--- src/verilog/rv_pkg.sv ---
package rv_pkg;

  localparam int xlen = 64;
  localparam int reg_addr_w = 5;

  // major opcode field, instr[6:0]
  typedef enum logic [6:0] {
    opc_load   = 7'b0000011,
    opc_op_imm = 7'b0010011,
    opc_auipc  = 7'b0010111,
    opc_store  = 7'b0100011,
    opc_op     = 7'b0110011,
    opc_lui    = 7'b0110111,
    opc_op_32  = 7'b0111011,
    opc_branch = 7'b1100011,
    opc_jalr   = 7'b1100111,
    opc_jal    = 7'b1101111,
    opc_system = 7'b1110011
  } opcode_t;

  // one member per supported instruction
  typedef enum logic [4:0] {
    op_lui,
    op_auipc,
    op_jal,
    op_jalr,
    op_beq,
    op_bne,
    op_addi,
    op_slti,
    op_slli,
    op_add,
    op_sub,
    op_addw,
    op_sllw,
    op_ld,
    op_lw,
    op_lbu,
    op_sh,
    op_sd,
    op_ebreak,
    op_illegal
  } op_kind;

  typedef enum logic [2:0] {
    alu_add,
    alu_sub,
    alu_slt,
    alu_sll,
    alu_sllw
  } alu_op;

endpackage

--- src/verilog/rv_regfile.sv ---
module rv_regfile (
  input  logic                          clk,
  input  logic                          rst_n,
  input  logic [rv_pkg::reg_addr_w-1:0] rs1,
  input  logic [rv_pkg::reg_addr_w-1:0] rs2,
  output logic [rv_pkg::xlen-1:0]       src1,
  output logic [rv_pkg::xlen-1:0]       src2,
  input  logic                          wen,
  input  logic [rv_pkg::reg_addr_w-1:0] waddr,
  input  logic [rv_pkg::xlen-1:0]       wdata
);
  import rv_pkg::*;

  localparam int num_regs = 1 << reg_addr_w;

  logic [xlen-1:0] regs [num_regs];

  always_ff @(posedge clk or negedge rst_n) begin
    if (!rst_n) begin
      for (int i = 0; i < num_regs; i++) begin
        regs[i] <= '0;
      end
    end else if (wen && waddr != '0) begin
      regs[waddr] <= wdata;
    end
  end

  // x0 hardwired
  assign src1 = (rs1 == '0) ? '0 : regs[rs1];
  assign src2 = (rs2 == '0) ? '0 : regs[rs2];

  // exec is expected to drop rd == x0 before it gets here
  a_no_x0_write: assert property (
    @(posedge clk) disable iff (!rst_n)
    wen |-> waddr != '0
  );

endmodule

--- config.mk ---
export PLATFORM = sky130hd
export DESIGN_NAME = rv_regfile
export DESIGN_NICKNAME = d
export VERILOG_FILES = /design/src/verilog/rv_pkg.sv /design/src/verilog/rv_regfile.sv
export SDC_FILE = /design/constraint.sdc
export NUM_CORES = 2
export LEC_CHECK = 0
export BUFFER_PORTS_ARGS = -buffer_cell sky130_fd_sc_hd__buf_2
export CAP_MARGIN = 20
export CORE_MARGIN = 2
export CORE_UTILIZATION = 55
export CTS_BUF_LIST = sky130_fd_sc_hd__clkbuf_2 sky130_fd_sc_hd__clkbuf_4 sky130_fd_sc_hd__clkbuf_8
export DETAILED_ROUTE_END_ITERATION = 6
export PLACE_DENSITY = 0.78
export SLEW_MARGIN = 5
export SYNTH_ARGS = -nofsm -noshare
export SYNTH_HDL_FRONTEND = slang
export SYNTH_SLANG_ARGS = --single-unit
--- constraint.sdc ---
create_clock -name clk -period 5.7 [get_ports clk]
set_clock_uncertainty 0.05 [all_clocks]
set_input_delay 1.14 -clock clk [delete_from_list [all_inputs] [get_ports clk]]
set_output_delay 1.14 -clock clk [all_outputs]
set_load 0.005 [all_outputs]
==> flow_summary.json <==
{
  "p_sw_w": 0.01168,
  "finalWirelength_um": 326600,
  "top_regs": "regs (2048)",
  "cts_sinks": 2048,
  "fin_crit_ns": 5.017,
  "synth_top_area_cell": "dfrtp_1",
  "netlist_instances": 6963,
  "cts_resized": 0,
  "cts_inserted_buffers": 357,
  "max_freq_ghz": 0.1993,
  "fin_cells": 9864,
  "swShare_pct": 27.42,
  "final_nets": 7052,
  "overflow": 0,
  "fin_area_um2": 120200,
  "hold_slack_ns": 0.02630,
  "internal_power_w": 0.03092,
  "worst_pin_slew_ns": 1.218,
  "root_buffer": "clkbuf_8",
  "syn_nets": 7045,
  "worstSetupStartpointType": "input port",
  "synth-async-reset-ratio_pct": 100.0,
  "die_area_um2": 200700,
  "cts_hold_buf": 0,
  "cts_buffer_depth": 4,
  "fp-row-count": 162,
  "dpl-instance-area_um2": 112600,
  "yosys_warnings": 0,
  "top_register": "regs",
  "post_cts_buffers": 0,
  "worstPathArrival_ns": 3.83,
  "path_clk_slew_ns": 0.05,
  "drcViolationCount": 1,
  "layout_commonest_cell": "dfrtp_1",
  "track_usage_pct": 32.82,
  "via_per_inst": 6.997,
  "rsz0062_at_grt": "no",
  "yosysSeqAreaShare_pct": 47.27,
  "p_leak_nw": 53.03,
  "netlist_area_um2": 108400,
  "yosys.area.top_type_share_pct": 47.27,
  "grt_pass1_wl_um": 483600,
  "power_frac_comb_pct": 20.6,
  "grt_max_degree": 146,
  "final_cell_mix": "2,048 x dfrtp_1, 2,008 x mux2_2, 968 x mux4_2",
  "io-pin-count": 210,
  "vias": 69020,
  "cts_tree": "built",
  "place_congestion": 0.8387,
  "hold_path_class": "input port to async pin",
  "crit_required_ns": 4.51,
  "power.density_nw_per_um2": 354.3,
  "failed_checks": "DRC",
  "status": "complete, but fails checks",
  "fin_crit_sh_pct": 88.01,
  "synthFlopType": "dfrtp_1",
  "syn_to_final_growth_pct": 10.88,
  "drive_gt1_share_pct": 56.86,
  "postRouteAntennaNets": 0,
  "largest_reg_flops": 2048,
  "synth-seq-cells": 2048,
  "placement.io_buffers": 209,
  "h-tree-depth": 5,
  "relSlewSlack_pct": 18.79,
  "setup_tns_ns": 0,
  "finalSetupViolCount": 0,
  "initial_core_util_pct": 55.49,
  "grt_pass1_vias": 71820,
  "fp.coreArea_um2": 195400,
  "dp_cells": 9235,
  "drtIter0Drc": 7181,
  "dr.pass1.iters": 7,
  "critPathCaptureType": "primary output",
  "crit_type": "input port to primary output",
  "crit_fanout": 32,
  "hpwl_um": 185900,
  "p_seq_share_pct": 45.5,
  "clock_latency_ns": 1.08,
  "ir_drop_mv": 0.2628,
  "syn-mean-instance-area_um2": 15.57,
  "clkPwrFrac_pct": 33.9,
  "hold_viol": 0,
  "dieWidth_um": 448.0,
  "maxCapViolCount": 0,
  "synth-edff-count": 0,
  "routedWlPerCell_um": 33.11,
  "dieHeight_um": 448.0,
  "final_max_slew_viol_count": 0,
  "antenna_found_initial": 29,
  "power_w": 0.04260,
  "synthTopCellsByArea": "dfrtp_1 47%, mux2_2 21%, mux4_2 20%",
  "ys_types": 48
}
[per-layer routing]
layer	up-vias	wire length, um	global-route usage [%]	share of wire [%]
met1	37430	126700	43.99	39
li1	27010	-	-	-
met4	12	17290	15.61	5.3
met5	-	78	0	0.024
met3	942	27160	6.553	8.3
met2	3630	155400	51.93	48
[cell usage after synthesis, drive strengths merged (3+ instances only)]
master	instances
dfrtp	2048
mux2	2022
mux4	968
mux2i	520
clkbuf	434
buf	373
o22ai	182
or2	74
nand2	40
nor2b	39
nor2	31
a22oi	26
nor3	21
o22a	17
a211oi	14
nand2b	14
a211o	13
a21oi	13
a31o	13
nor4	13
o221ai	12
a22o	11
a2111oi	9
and2	9
nand3	9
and3	5
o31ai	5
o211ai	4
o32ai	4
or3	4
or4	4
nand4b	3
nor3b	3
[power by group through the flow]
stage                     sequential [W]  combinational (W)  clock, W
final                             0.0194            0.00876    0.0144
after global routing              0.0197            0.00932    0.0153
after CTS                         0.0193            0.00878    0.0146
after detailed placement          0.0195            0.00876         0
after global placement            0.0192            0.00848         0
after floorplan                   0.0188            0.00668         0
[critical path, cell delays in order]
cell and delay [ns]:
buf_8 0.33, buf_12 0.31, buf_12 0.25, nor2b_1 0.57, a22oi_1 0.15, and3_1 0.24, or4_1 0.54, buf_2 0.19
[worst paths after layout]
path	from	end	slack, ns	cells past startpoint
worst max-delay path	rs2[0]	src2[29]	0.68	8
worst min-delay path	rst_n	regs[1025]	0.03	1
worst max register to register	regs[1942]	regs[1942]	4.82	1
worst min register to register	regs[2038]	regs[2038]	0.33	0
max in group asynchronous	rst_n	regs[613]	4.00	2
min in group clk	regs[2038]	regs[2038]	0.33	0
[final cells by class]
type | count | area [um2]
diodes | 14 | 35.03
clock buffers | 558 | 7086
fillers | 14090 | 75170
clock inverters | 57 | 534.3
multi-input cells | 4108 | 53930
repair buffers | 455 | 4106
flip-flops and latches | 2048 | 51250
well taps | 2624 | 3283
[kinds of logic (layout without fill, tap and decap cells)]
family | after synthesis | count (layout) | synth area share, %
flip-flops | 2048 | 2048 | 47.27
buffers and inverters | 807 | 1070 | 3.283
multiplexers | 3510 | 3510 | 45.91
AND/OR/NAND/NOR | 270 | 270 | 1.409
other | 0 | 14 | 0
AO/OA/AOI/OAI | 328 | 328 | 2.136
[through the flow]
step	utilization, %	setup WS, ns
2_1_floorplan	-	1.611
3_3_place_gp	57.58	0.6991
3_5_place_dp	57.61	0.7137
4_1_cts	61.51	0.7069
5_1_grt	61.52	0.5824
6_report	61.53	0.6832
No activity file was read; power rests on OpenSTA's default activity.
