--- config.mk ---
export PLATFORM = sky130hd
export DESIGN_NAME = rv_decode
export DESIGN_NICKNAME = d
export VERILOG_FILES = /design/src/verilog/rv_pkg.sv /design/src/verilog/rv_decode.sv
export SDC_FILE = /design/constraint.sdc
export NUM_CORES = 1
export LEC_CHECK = 0
export ABC_AREA = 1
export BUFFER_PORTS_ARGS = -buffer_cell sky130_fd_sc_hd__buf_2
export CORE_AREA = 2 2 147 149
export DETAILED_ROUTE_END_ITERATION = 12
export DIE_AREA = 0 0 149 151
export PLACE_DENSITY = 0.46
export RECOVER_POWER = 50
export SLEW_MARGIN = 30
export SYNTH_ARGS = -nofsm -noshare
export SYNTH_HDL_FRONTEND = slang
export SYNTH_SLANG_ARGS = --single-unit
--- constraint.sdc ---
create_clock -name vclk -period 2.2
set_input_delay 0.22 -clock vclk [all_inputs]
set_output_delay 0.22 -clock vclk [all_outputs]
set_load 0.05 [all_outputs]
--- src/verilog/rv_pkg.sv ---
package rv_pkg;

  localparam int xlen = 64;
  localparam int reg_addr_w = 5;

  // major opcode field, instr[6:0]
  typedef enum logic [6:0] {
    opc_load   = 7'b0000011,
    opc_op_imm = 7'b0010011,
    opc_auipc  = 7'b0010111,
    opc_store  = 7'b0100011,
    opc_op     = 7'b0110011,
    opc_lui    = 7'b0110111,
    opc_op_32  = 7'b0111011,
    opc_branch = 7'b1100011,
    opc_jalr   = 7'b1100111,
    opc_jal    = 7'b1101111,
    opc_system = 7'b1110011
  } opcode_t;

  // one member per supported instruction
  typedef enum logic [4:0] {
    op_lui,
    op_auipc,
    op_jal,
    op_jalr,
    op_beq,
    op_bne,
    op_addi,
    op_slti,
    op_slli,
    op_add,
    op_sub,
    op_addw,
    op_sllw,
    op_ld,
    op_lw,
    op_lbu,
    op_sh,
    op_sd,
    op_ebreak,
    op_illegal
  } op_kind;

  typedef enum logic [2:0] {
    alu_add,
    alu_sub,
    alu_slt,
    alu_sll,
    alu_sllw
  } alu_op;

endpackage

--- src/verilog/rv_decode.sv ---
module rv_decode (
  input  logic [31:0]                   instr,
  output rv_pkg::op_kind                op,
  output logic [rv_pkg::reg_addr_w-1:0] rd,
  output logic [rv_pkg::reg_addr_w-1:0] rs1,
  output logic [rv_pkg::reg_addr_w-1:0] rs2,
  output logic [rv_pkg::xlen-1:0]       imm_i,
  output logic [rv_pkg::xlen-1:0]       imm_s,
  output logic [rv_pkg::xlen-1:0]       imm_b,
  output logic [rv_pkg::xlen-1:0]       imm_u,
  output logic [rv_pkg::xlen-1:0]       imm_j,
  output logic [5:0]                    shamt
);
  import rv_pkg::*;

  logic [2:0] funct3;
  logic [6:0] funct7;

  assign funct3 = instr[14:12];
  assign funct7 = instr[31:25];

  assign rd    = instr[11:7];
  assign rs2   = instr[24:20];
  assign shamt = instr[25:20];

  // ebreak reads a0 for the exit flag
  assign rs1 = (op == op_ebreak) ? reg_addr_w'(10) : instr[19:15];

  assign imm_i = {{52{instr[31]}}, instr[31:20]};
  assign imm_s = {{52{instr[31]}}, instr[31:25], instr[11:7]};
  assign imm_b = {{51{instr[31]}}, instr[31], instr[7], instr[30:25], instr[11:8], 1'b0};
  assign imm_u = {{32{instr[31]}}, instr[31:12], 12'b0};
  assign imm_j = {{43{instr[31]}}, instr[31], instr[19:12], instr[20], instr[30:21], 1'b0};

  always_comb begin
    op = op_illegal;
    case (instr[6:0])
      opc_lui: op = op_lui;
      opc_auipc: op = op_auipc;
      opc_jal: op = op_jal;
      opc_jalr: begin
        if (funct3 == 3'b000) op = op_jalr;
      end
      opc_branch: begin
        if (funct3 == 3'b000) op = op_beq;
        else if (funct3 == 3'b001) op = op_bne;
      end
      opc_op_imm: begin
        if (funct3 == 3'b000) op = op_addi;
        else if (funct3 == 3'b010) op = op_slti;
        // rv64 shift amount takes bit 25
        else if (funct3 == 3'b001 && instr[31:26] == 6'b0) op = op_slli;
      end
      opc_op: begin
        if (funct3 == 3'b000 && funct7 == 7'b0000000) op = op_add;
        else if (funct3 == 3'b000 && funct7 == 7'b0100000) op = op_sub;
      end
      opc_op_32: begin
        if (funct7 == 7'b0000000) begin
          if (funct3 == 3'b000) op = op_addw;
          else if (funct3 == 3'b001) op = op_sllw;
        end
      end
      opc_load: begin
        if (funct3 == 3'b011) op = op_ld;
        else if (funct3 == 3'b010) op = op_lw;
        else if (funct3 == 3'b100) op = op_lbu;
      end
      opc_store: begin
        if (funct3 == 3'b001) op = op_sh;
        else if (funct3 == 3'b011) op = op_sd;
      end
      opc_system: begin
        if (instr == 32'h0010_0073) op = op_ebreak;
      end
      default: op = op_illegal;
    endcase
  end

endmodule

==> results.json <==
{
  "num_rows": 53,
  "period_share_pct": 91.6,
  "seqPwrFrac_pct": 0,
  "postCtsHoldBufs": 0,
  "num_vias": 2417,
  "final-hold-violation-count": 0,
  "worstMarginPinSlew_ps": 1050,
  "place.gp.congestion": 0.785,
  "grt_max_degree": 235,
  "required_ps": 1980,
  "avgSynthCellArea_um2": 6.59,
  "clock_power_share_pct": 0,
  "cell_internal_pwr_uw": 231,
  "worstSetupEndpointType": "output port",
  "setup_viol_count_final": 0,
  "crit_buf_inv": 2,
  "p_switching_uw": 1430,
  "drv_cap": 0,
  "rsz0062_at_grt": "no",
  "max-vdd-ir-drop_mv": 0.154,
  "multi_input_area_um2": 678,
  "drv_slew": 0,
  "nClkBuffers": 0,
  "synth_top_area_cell": "buf_4",
  "post_drt_via_cell_ratio": 2.99,
  "cellPowerDensity_mw_per_mm2": 582,
  "dp_hpwl_mm": 6.38,
  "whs_ps": 775,
  "ys_warn_count": 0,
  "cp_cell_sequence": "buf_2 > nor2_1 > nand2_1 > nor2_2 > nand2_1 > nand2_2 > nand2_1 > nor2_2 > nand4_1 > o21bai_1 > clkbuf_4",
  "diodes": 0,
  "final_cells": 809,
  "path_class": "in2out",
  "coreArea_mm2": 0.0208,
  "dp.cells": 809,
  "die_area_mm2": 0.0225,
  "swShare_pct": 86.1,
  "comb_power_share_pct": 100.0,
  "final_cell_mix": "buf_2 (200), clkbuf_1 (89), clkbuf_2 (73)",
  "worst_path_max_delay_cell": "clkbuf_4",
  "drive_gt1_share_pct": 57.3,
  "ios": 378,
  "cp_top_family": "simple AND/OR/NAND/NOR gates",
  "worstHoldStart": "instr[26]",
  "synthesis.area_mm2": 0.00323,
  "wl_per_cell_um": 8.65,
  "max_stage_delay_ps": 270,
  "port_buffers": 364,
  "outcome": "completed",
  "die_y_um": 151,
  "period_needed_ps": 2010,
  "overflow": 0,
  "final_common_cell": "buf_2",
  "grt_use_total_pct": 4.59,
  "finalSetupTns_ps": 0,
  "drt-pass1-iter-count": 4,
  "grt_pass1_vias": 1444,
  "drt_iter0_drc": 57,
  "seq_area_um2": 0,
  "ys_top_cells_by_area": "buf_4 (78%), nand2_1 (5.0%), nor2_1 (4.3%)",
  "stdcell_area_mm2": 0.00285,
  "fmax_mhz": 496,
  "nNetsFinal": 568,
  "start_util_pct": 15.5,
  "crit_path_frequent_cell": "nand2_1",
  "grt_pass1_wl_mm": 8.22,
  "leakage_uw": 0.00165,
  "ys_seq_area_share_pct": 0,
  "post-cts-setup-buffers": 0,
  "synth_top_area_share_pct": 78.0,
  "pre_cts_slack_ps": 75.2,
  "cp-start-kind": "input port",
  "die_w_um": 149,
  "setup_ws_ps": 185,
  "critPathLaunch": "instr[26]",
  "final_antenna_net_count": 0,
  "area_growth_pct": -11.9,
  "synth_cells": 491,
  "nFillCells": 2490,
  "relSlewSlack_pct": 30.3,
  "route.detailed.drc": 0,
  "cp_max_fo": 6,
  "drt_wl_total_mm": 7.00,
  "grt_antenna_before_repair": 0,
  "seq_cell_count": 0,
  "min_path_type": "in2out",
  "ys_types": 20,
  "critPathArrivalTime_ps": 1790,
  "dpl_cell_area_mm2": 0.00297
}
## layout make-up
cell class                      count  area share (%)
Inverter                           19            2.50
Multi-Input combinational cell    146            23.8
Tap cell                          275            12.1
Timing Repair Buffer              369            61.6
## worst paths after layout
kind	end	cells past startpoint
worst max-delay path	rs1[3]	11
worst min-delay path	imm_j[6]	2
## Yosys cell counts
cell and count:
nand4_1 4, nor2_1 37, nand2_1 43, clkbuf_1 3
nor2_4 2, nand2_2 3, nor3_1 2, nand2_4 1
buf_4 336, nand3_1 19, inv_2 9, o21ai_1 1
o21ai_0 2, inv_1 10, o21bai_1 2, a21oi_1 4
conb_1 1, nand3_2 4, nor2_2 7, o2111ai_1 1
## cell families (layout without fill, tap and decap cells)
kind of cell | after synthesis | count (layout) | synth area share [%]
simple gates | 122 | 122 | 17.5
buf+inv | 358 | 388 | 80.5
other cells | 1 | 14 | 0.116
compound gates | 10 | 10 | 1.82
## repair_timing
| item | 4_1_cts | 5_1_grt |
|---|---|---|
| resized for setup | 0 | 1 |
| endpoints found under the hold margin | 0 | 0 |
| setup endpoints to repair | 0 | 1 |
## layer usage
metal | track usage [%] | up-vias | part of all wire [%]
met3 | 0.181 | 2 | 10
met4 | 0.0952 | 0 | 0.17
met5 | 0 | - | 0
met1 | 5.60 | 965 | 37
met2 | 9.31 | 212 | 53
li1 | - | 1238 | -
## power by group through the flow
stage,registers [µW],clock network (µW),logic (µW)
3_5_place_dp,0,0,1690
4_1_cts,0,0,1690
5_1_grt,0,0,1730
6_report,0,0,1660
2_1_floorplan,0,0,1740
3_3_place_gp,0,0,1690
## stage by stage
stage | util (%) | power, µW
2_1_floorplan | - | 1740
3_3_place_gp | 14.3 | 1690
3_5_place_dp | 14.3 | 1690
4_1_cts | 14.3 | 1690
5_1_grt | 13.7 | 1730
6_report | 13.7 | 1660
Note: power is estimated with default switching activity, not from simulation.
