**config.mk**
```make
export PLATFORM = sky130hd
export DESIGN_NAME = rv_exec
export DESIGN_NICKNAME = d
export VERILOG_FILES = /design/src/verilog/rv_pkg.sv /design/src/verilog/rv_exec.sv
export SDC_FILE = /design/constraint.sdc
export NUM_CORES = 1
export LEC_CHECK = 0
export BUFFER_PORTS_ARGS = -buffer_cell sky130_fd_sc_hd__buf_2
export CAP_MARGIN = 20
export CORE_AREA = 2 2 451 453
export DETAILED_ROUTE_END_ITERATION = 10
export DIE_AREA = 0 0 453 455
export PLACE_DENSITY_LB_ADDON = 0.2
export SLEW_MARGIN = 20
export SYNTH_ARGS = -nofsm -noshare
export SYNTH_HDL_FRONTEND = slang
export SYNTH_SLANG_ARGS = --single-unit
export TNS_END_PERCENT = 30
```
**constraint.sdc**
```tcl
create_clock -name clk -period 11.6 [get_ports clk]
set_input_delay 1.16 -clock clk [delete_from_list [all_inputs] [get_ports clk]]
set_output_delay 1.16 -clock clk [all_outputs]
set_load 0.02 [all_outputs]
```
**src/verilog/rv_pkg.sv**
```systemverilog
package rv_pkg;

  localparam int xlen = 64;
  localparam int reg_addr_w = 5;

  // major opcode field, instr[6:0]
  typedef enum logic [6:0] {
    opc_load   = 7'b0000011,
    opc_op_imm = 7'b0010011,
    opc_auipc  = 7'b0010111,
    opc_store  = 7'b0100011,
    opc_op     = 7'b0110011,
    opc_lui    = 7'b0110111,
    opc_op_32  = 7'b0111011,
    opc_branch = 7'b1100011,
    opc_jalr   = 7'b1100111,
    opc_jal    = 7'b1101111,
    opc_system = 7'b1110011
  } opcode_t;

  // one member per supported instruction
  typedef enum logic [4:0] {
    op_lui,
    op_auipc,
    op_jal,
    op_jalr,
    op_beq,
    op_bne,
    op_addi,
    op_slti,
    op_slli,
    op_add,
    op_sub,
    op_addw,
    op_sllw,
    op_ld,
    op_lw,
    op_lbu,
    op_sh,
    op_sd,
    op_ebreak,
    op_illegal
  } op_kind;

  typedef enum logic [2:0] {
    alu_add,
    alu_sub,
    alu_slt,
    alu_sll,
    alu_sllw
  } alu_op;

endpackage

```
**src/verilog/rv_exec.sv**
```systemverilog
module rv_exec #(
  parameter int dmem_words = 64
) (
  input  logic                          clk,
  input  logic                          rst_n,
  input  logic                          instr_valid,
  input  rv_pkg::op_kind                op,
  input  logic [rv_pkg::reg_addr_w-1:0] rd,
  input  logic [rv_pkg::reg_addr_w-1:0] rs1,
  input  logic [rv_pkg::reg_addr_w-1:0] rs2,
  input  logic [rv_pkg::xlen-1:0]       imm_i,
  input  logic [rv_pkg::xlen-1:0]       imm_s,
  input  logic [rv_pkg::xlen-1:0]       imm_b,
  input  logic [rv_pkg::xlen-1:0]       imm_u,
  input  logic [rv_pkg::xlen-1:0]       imm_j,
  input  logic [5:0]                    shamt,
  output logic [rv_pkg::reg_addr_w-1:0] reg_raddr1,
  output logic [rv_pkg::reg_addr_w-1:0] reg_raddr2,
  input  logic [rv_pkg::xlen-1:0]       src1,
  input  logic [rv_pkg::xlen-1:0]       src2,
  output logic                          reg_wen,
  output logic [rv_pkg::reg_addr_w-1:0] reg_waddr,
  output logic [rv_pkg::xlen-1:0]       reg_wdata,
  output rv_pkg::alu_op                 alu_mode,
  output logic [rv_pkg::xlen-1:0]       operand_a,
  output logic [rv_pkg::xlen-1:0]       operand_b,
  input  logic [rv_pkg::xlen-1:0]       alu_result,
  output logic [rv_pkg::xlen-1:0]       mem_addr,
  input  logic [rv_pkg::xlen-1:0]       mem_rdata,
  output logic                          mem_we,
  output logic [rv_pkg::xlen-1:0]       mem_wdata,
  output logic [7:0]                    mem_wmask,
  output logic [rv_pkg::xlen-1:0]       pc,
  output logic                          halted,
  output logic                          exit_nonzero,
  output logic                          retire_valid,
  output logic [rv_pkg::xlen-1:0]       retire_pc,
  output logic                          retire_we,
  output logic [rv_pkg::reg_addr_w-1:0] retire_rd,
  output logic [rv_pkg::xlen-1:0]       retire_wdata
);
  import rv_pkg::*;

  logic            accept;
  logic            writes_rd;
  logic            is_load;
  logic            taken;
  logic [xlen-1:0] snpc;
  logic [xlen-1:0] dnpc;
  logic [31:0]     load_word;
  logic [7:0]      load_byte;

  // strobes are dropped once halted
  assign accept = instr_valid && !halted;
  assign snpc = pc + xlen'(4);

  assign reg_raddr1 = rs1;
  assign reg_raddr2 = rs2;

  always_comb begin
    operand_a = src1;
    operand_b = src2;
    alu_mode = alu_add;
    case (op)
      op_lui: begin
        operand_a = '0;
        operand_b = imm_u;
      end
      op_auipc: begin
        operand_a = pc;
        operand_b = imm_u;
      end
      op_jal: begin
        operand_a = pc;
        operand_b = imm_j;
      end
      op_jalr, op_addi, op_ld, op_lw, op_lbu: operand_b = imm_i;
      op_slti: begin
        operand_b = imm_i;
        alu_mode = alu_slt;
      end
      op_slli: begin
        operand_b = {{(xlen-6){1'b0}}, shamt};
        alu_mode = alu_sll;
      end
      // branches compare through the subtractor
      op_sub, op_beq, op_bne: alu_mode = alu_sub;
      op_sllw: alu_mode = alu_sllw;
      op_sh, op_sd: operand_b = imm_s;
      default: alu_mode = alu_add;
    endcase
  end

  assign taken = (op == op_beq && alu_result == '0) || (op == op_bne && alu_result != '0);

  always_comb begin
    case (op)
      op_jal: dnpc = alu_result;
      op_jalr: dnpc = {alu_result[xlen-1:1], 1'b0};
      op_beq, op_bne: dnpc = taken ? pc + imm_b : snpc;
      default: dnpc = snpc;
    endcase
  end

  // load path, dmem returns the aligned doubleword
  assign mem_addr = alu_result;
  assign load_word = mem_addr[2] ? mem_rdata[63:32] : mem_rdata[31:0];
  assign load_byte = mem_rdata[{mem_addr[2:0], 3'b000} +: 8];

  always_comb begin
    case (op)
      op_jal, op_jalr: reg_wdata = snpc;
      op_addw, op_sllw: reg_wdata = {{32{alu_result[31]}}, alu_result[31:0]};
      op_ld: reg_wdata = mem_rdata;
      op_lw: reg_wdata = {{32{load_word[31]}}, load_word};
      op_lbu: reg_wdata = {{(xlen-8){1'b0}}, load_byte};
      default: reg_wdata = alu_result;
    endcase
  end

  assign is_load = op inside {op_ld, op_lw, op_lbu};
  assign writes_rd = !(op inside {op_beq, op_bne, op_sh, op_sd, op_ebreak, op_illegal});
  assign reg_wen = accept && writes_rd && rd != '0;
  assign reg_waddr = rd;

  // store data moved into its byte lanes
  assign mem_we = accept && (op inside {op_sh, op_sd});
  assign mem_wdata = (op == op_sh) ? src2 << {mem_addr[2:0], 3'b000} : src2;
  assign mem_wmask = (op == op_sh) ? 8'h03 << mem_addr[2:0] : 8'hff;

  always_ff @(posedge clk or negedge rst_n) begin
    if (!rst_n) begin
      pc <= '0;
      halted <= 1'b0;
      exit_nonzero <= 1'b0;
      retire_valid <= 1'b0;
      retire_we <= 1'b0;
    end else begin
      retire_valid <= accept;
      if (accept) begin
        pc <= dnpc;
        retire_we <= reg_wen;
        if (op == op_ebreak) begin
          halted <= 1'b1;
          exit_nonzero <= src1 != '0;
        end
      end
    end
  end

  always_ff @(posedge clk) begin
    if (accept) begin
      retire_pc <= pc;
      retire_rd <= rd;
      retire_wdata <= reg_wdata;
    end
  end

  a_no_illegal: assert property (
    @(posedge clk) disable iff (!rst_n)
    accept |-> op != op_illegal
  );

  a_load_in_range: assert property (
    @(posedge clk) disable iff (!rst_n)
    accept && is_load |-> (mem_addr >> 3) < dmem_words
  );

endmodule

```
==> results.json, run 1 <==
{
  "yosysSeqAreaShare": 0.287,
  "yosys.area.top_type": "edfxtp_1",
  "clock-root-buffer": "clkbuf_16",
  "slowest_stage": "dfrtp_1",
  "p_leak_nw": 12.5,
  "hold_slack_ns": 0.442,
  "path_clk_slew_ns": 0.07,
  "grtUsageTotal": 0.195,
  "hold_viol_final": 0,
  "drive_above_1_share": 0.394,
  "yosysWarnings": 0,
  "synthTopCellsByArea": "edfxtp_1 20%, dfrtp_1 8.6%, nand2_1 6.4%",
  "cts_tree": "yes",
  "core-area_um2": 201000,
  "syn_nets": 3096,
  "grt_pass1_wl_mm": 265,
  "drc": 0,
  "cts_setup_buffers": 0,
  "r2r_setup_slack_ns": 6.97,
  "clk_latency_ns": 0.68,
  "p_per_area_nw_per_um2": 184,
  "fmaxAchievable_mhz": 171,
  "min_period_ns": 5.83,
  "initial_core_util": 0.0986,
  "synthFlopType": "edfxtp_1",
  "firstDrtPassIters": 9,
  "post_drt_wl_per_cell_um": 34.9,
  "postSynthAreaPerCell_um2": 8.19,
  "synth-seq-cells": 201,
  "cts-buffers-inserted": 31,
  "cp_data_arrival_time_ns": 4.67,
  "hpwlAfterDp_mm": 181,
  "vias": 26100,
  "drt-total-wl_mm": 213,
  "antenna_found_initial": 113,
  "cp_cell_sequence": "and4_1 > nand4_1 > or3_1 > nor3_1 > nand3_1 > xnor2_1 > a221oi_1 > nor2_1 > buf_2",
  "clk_path_buf_depth": 3,
  "cp_max_fo": 10,
  "crit_buf_inv": 1,
  "cp_top_family": "simple AND/OR/NAND/NOR gates",
  "status": "completed",
  "io_pins": 1154,
  "overflow": 0,
  "critPathCaptureType": "output port",
  "r2r-start": "pc[1]$_DFFE_PN0P_",
  "skew_ns": 0.0532,
  "synthCells": 2424,
  "syn-cell-area_um2": 19800,
  "first_iter_violations": 2347,
  "grt_setup_unrepaired": "no",
  "grt_max_degree": 100,
  "fin_crit_sh": 0.503,
  "clkSinkCount": 201,
  "slowest_delay_ns": 0.76,
  "hold_class": "in2async",
  "die_w_um": 453,
  "cp.required_ns": 10.44,
  "slew_headroom": 0.213,
  "final.setup.tns_ns": 0,
  "start_kind": "flop",
  "synth_async_sr_flop_share": 0.338,
  "post-route-util": 0.145,
  "die_h_um": 455,
  "synth_common_cells": "340 x nand2_1, 184 x nor2_1, 170 x o21ai_0",
  "maxCapViolCount": 0,
  "tightestPinTransition_ns": 1.18,
  "yosysUniqueCellTypes": 88,
  "r2r_cells": 11,
  "port_buffers": 1133,
  "num_rows": 165,
  "finalSetupViolCount": 0,
  "yosysMostFrequentCell": "nand2_1",
  "peakVddDrop_v": 0.000131,
  "first_global_vias": 25100,
  "rr_endpoint": "pc[52]$_DFFE_PN0P_",
  "cts_hold_buf": 0,
  "post_cts_resized": 0,
  "htreeDepth": 1,
  "final_net_count": 4058,
  "critPathKind": "reg2out",
  "gp_routability_congestion": 0.910,
  "synth_edf_count": 133,
  "postRouteAntennaNets": 0,
  "viasPerCell": 4.27,
  "syn_to_final_growth_pct": 47.5,
  "synth_top_area_frac": 0.201,
  "drv_slew": 0,
  "dieArea_um2": 206000
}
## worst max-delay path by stage
stage                       start                 end  cells after the start
2_1_floorplan         instr_valid  pc[28]$_DFFE_PN0P_                      5
3_3_place_gp        alu_result[1]  pc[63]$_DFFE_PN0P_                     15
3_5_place_dp        alu_result[1]  pc[14]$_DFFE_PN0P_                     13
4_1_cts         pc[7]$_DFFE_PN0P_       reg_wdata[31]                      8
5_1_grt        pc[42]$_DFFE_PN0P_       reg_wdata[56]                     10
6_report        pc[9]$_DFFE_PN0P_       reg_wdata[42]                      9
## registers in the layout, indices dropped and copies added (netlist names)
name / cells
retire_valid: 1
pc: 64
retire_wdata: 64
halted: 1
exit_nonzero: 1
retire_pc: 64
retire_we: 1
retire_rd: 5
## through the flow
stage          cells  worst slack (ns)  cell area [um2]  power [mW]
5_1_grt         6096              5.65            29200        5.65
4_1_cts         6082              5.66            29200        5.46
3_3_place_gp    6025              5.73            28200        4.45
3_5_place_dp    6025              5.78            28200        4.43
2_1_floorplan   2424              5.70            19800        2.86
6_report        6120              5.77            29300        5.39
## cell usage in the layout (no fill, tap or decap), drive strengths merged, types with 55 or more instances in the layout
cell type  netlist  routed
nand2          341     341
dfrtp           68      68
xor2            55      55
edfxtp         133     133
a222oi          89      89
a21oi          155     155
nand3           89      89
nor2           190     190
buf            126    1206
xnor2           60      60
ha              66      66
o21ai          184     184
a22o            82      82
## metal layers
layer	GRT usage	up-vias	share of wire
met2	0.374	1351	0.53
met3	0.0430	446	0.061
met4	0.122	92	0.074
li1	-	11200	-
met5	0	-	0.0026
met1	0.188	13000	0.33
## kinds of logic (layout without fill, tap and decap cells)
logic type,count (synthesis),count (layout),synth area share
compound gates,832,832,0.296
fa+ha+maj,67,67,0.0426
xor+xnor,115,115,0.0511
flops,201,201,0.287
mux,81,81,0.0519
simple gates,824,824,0.195
buf+inv,304,1290,0.0762
other cells,0,38,0
## worst reg2reg max path: stages, from the launching register on
cell	delay [ns]
dfrtp_1	0.75
fa_1	0.63
a21o_1	0.22
a221o_1	0.44
nand4_1	0.22
a21oi_1	0.20
o31ai_1	0.89
or3_1	0.31
a21oi_1	0.16
nor2_1	0.27
xor2_1	0.24
o21ai_0	0.10
## power by group
part           internal [mW]  switching [mW]
clock                  0.548           0.437
combinational          0.956            2.13
sequential             0.972           0.351
total                   2.48            2.92
## final cells by class
class                   count  area, um2
flip-flops and latches    201       5700
clock buffers              40        830
multi-input cells        1919      12800
diodes                     38       95.1
repair buffers           1206       6240
clock inverters            17        160
fillers                 23300     172000
inverters                  27        109
well taps                2672       3340
No activity file was read; power rests on OpenSTA's default activity.
==> inputs of run 2 (changes only) <==
==> constraint.sdc (replaced) <==
create_clock -name clk -period 4.8 [get_ports clk]
set_input_delay 0.48 -clock clk [delete_from_list [all_inputs] [get_ports clk]]
set_output_delay 0.48 -clock clk [all_outputs]
set_load 0.02 [all_outputs]
==> run 2 against run 1 <==
Setup slack got worse by 5.6 ns. Non-clock buffer count rose by 50. Critical path type unchanged. Power rose by 150%. Sequential share of layout area fell by 0.51 points. Clock skew fell by 0.027 ns. Sequential power rose by 140%. Via count rose by 0.93%. Global-route usage fell by 0.079 points.
==> results.json, run 2 (synthesis results as in run 1) <==
{
  "p_sw_mw": 7.09,
  "hpwlAfterDp_mm": 181,
  "layout_commonest_cell": "buf_2",
  "grt_max_degree": 96,
  "slowest_stage": "or4_4",
  "clockPowerShare": 0.184,
  "gp_routability_congestion": 0.911,
  "p_leak_nw": 12.9,
  "p_int_mw": 6.22,
  "viasPerCell": 4.27,
  "swShare": 0.533,
  "final_cell_mix": "1117 x buf_2, 340 x nand2_1, 179 x nor2_1, 170 x o21ai_0, 152 x a21oi_1",
  "p_per_area_nw_per_um2": 443,
  "hold_class": "in2reg",
  "hold_viol_final": 0,
  "tightestPinTransition_ns": 1.17,
  "drc": 0,
  "skew_ns": 0.0263,
  "post_drt_wl_per_cell_um": 34.5,
  "grt_pass1_wl_mm": 266,
  "min_period_ns": 4.59,
  "fin_crit_sh": 0.957,
  "first_global_vias": 25600,
  "peakVddDrop_v": 0.000335,
  "postRouteAntennaNets": 0,
  "maxCapViolCount": 0,
  "overflow": 0,
  "cp_top_family": "simple AND/OR/NAND/NOR gates",
  "slowest_delay_ns": 0.60,
  "cts_tree": "yes",
  "cts-buffers-inserted": 30,
  "power.share.sequential": 0.233,
  "clk_latency_ns": 0.64,
  "vias": 26300,
  "core-area_um2": 201000,
  "critPathKind": "reg2out",
  "firstDrtPassIters": 9,
  "drv_slew": 0,
  "dp_slack_ns": 0.241,
  "cp.required_ns": 4.32,
  "slew_headroom": 0.215,
  "nFillCells": 23200,
  "drt-total-wl_mm": 213,
  "grtUsageTotal": 0.194,
  "cp_data_arrival_time_ns": 4.11,
  "combPwrFrac": 0.582,
  "initial_core_util": 0.0986,
  "finalSetupViolCount": 0,
  "num_rows": 165,
  "dieArea_um2": 206000,
  "drive_above_1_share": 0.406,
  "hold_slack_ns": 0.0598,
  "htreeDepth": 1,
  "port_buffers": 1133,
  "clk_path_buf_depth": 3,
  "cp_max_fo": 8,
  "critPathCaptureType": "output port",
  "antenna_found_initial": 99,
  "die_h_um": 455,
  "first_iter_violations": 2490,
  "final.setup.tns_ns": 0,
  "status": "completed",
  "clock-root-buffer": "clkbuf_16",
  "crit_buf_inv": 2,
  "path_clk_slew_ns": 0.07,
  "clkSinkCount": 201,
  "fmaxAchievable_mhz": 218,
  "worst_slack_ns": 0.208,
  "syn_to_final_growth_pct": 51.6,
  "io_pins": 1154,
  "reg_top3": "pc: 64 flops, retire_pc: 64 flops, retire_wdata: 64 flops",
  "cp_cell_sequence": "buf_4 > nand3_1 > or4_4 > or3_4 > nor2_8 > nand4_1 > xor2_1 > o21ai_0 > o21a_1 > buf_2",
  "final_net_count": 4107,
  "start_kind": "flop",
  "die_w_um": 453
}
run 2: cell types whose count changed in the layout (fill, tap and decap cells not counted), sizes merged, moves of 2 or more:
cell and delta:
clkbuf -3, clkinv -3, clkinvlp +2, buf +48
dlygate4sd3 +2, bufinv +2
run 2: cell type report:
type                       count  area [um2]  area share
antenna                       37        92.6     0.00308
clock buffer                  37         808      0.0269
clock inverter                19         226     0.00753
inverter                      27         109     0.00362
multi-input combinational   1919       12800       0.427
sequential                   201        5700       0.189
tap                         2672        3340       0.111
timing repair buffer        1256        6950       0.231
run 2: worst paths after layout:
path / start / endpoint / slack (ns) / cells after the start
setup / recovery: pc[5]$_DFFE_PN0P_ / reg_wdata[45] / 0.21 / 10
hold / removal: rd[0] / retire_rd[0]$_DFFE_PP_ / 0.06 / 1
setup reg to reg: pc[19]$_DFFE_PN0P_ / pc[56]$_DFFE_PN0P_ / 0.55 / 12
hold reg to reg: retire_we$_DFFE_PN0P_ / retire_we$_DFFE_PN0P_ / 0.47 / 1
max in group asynchronous: rst_n / pc[11]$_DFFE_PN0P_ / 3.23 / 3
min in group asynchronous: rst_n / pc[56]$_DFFE_PN0P_ / 0.51 / 2
run 2: timing repair:
item / in CTS / in global routing
gates resized for setup: 5 / 2
endpoints found under the hold margin: 43 / 0
gates cloned: 0 / 0
hold buffers: 2 / 0
endpoints found under the setup margin: 5 / 3
buffers inserted: 0 / 0
pin swaps: 0 / 1
run 2: layer usage:
| metal | vias to the layer above | part of all wire | GRT usage | routed length (um) |
|---|---|---|---|---|
| met4 | 66 | 0.079 | 0.134 | 16900 |
| met5 | - | 0.0019 | 0 | 405 |
| li1 | 11300 | - | - | - |
| met3 | 397 | 0.061 | 0.0369 | 12900 |
| met1 | 13100 | 0.34 | 0.193 | 71600 |
| met2 | 1414 | 0.52 | 0.364 | 111000 |
run 2: per-stage QoR:
| stage | area [um2] | utilization | power [mW] | cells |
|---|---|---|---|---|
| 4_1_cts | 30000 | 0.149 | 13.4 | 6131 |
| 2_1_floorplan | 19800 | - | 6.90 | 2424 |
| 5_1_grt | 30000 | 0.149 | 13.9 | 6152 |
| 6_report | 30100 | 0.149 | 13.3 | 6168 |
| 3_5_place_dp | 28900 | 0.144 | 10.9 | 6073 |
| 3_3_place_gp | 28900 | 0.143 | 10.9 | 6072 |
run 2: power groups by stage:
stage | combinational [mW] | clock [mW] | sequential, mW
floorplan | 3.58 | 0 | 3.31
global placement | 7.77 | 0 | 3.14
detailed placement | 7.74 | 0 | 3.13
CTS | 7.77 | 2.53 | 3.11
global route | 8.21 | 2.57 | 3.14
finish | 7.75 | 2.45 | 3.11
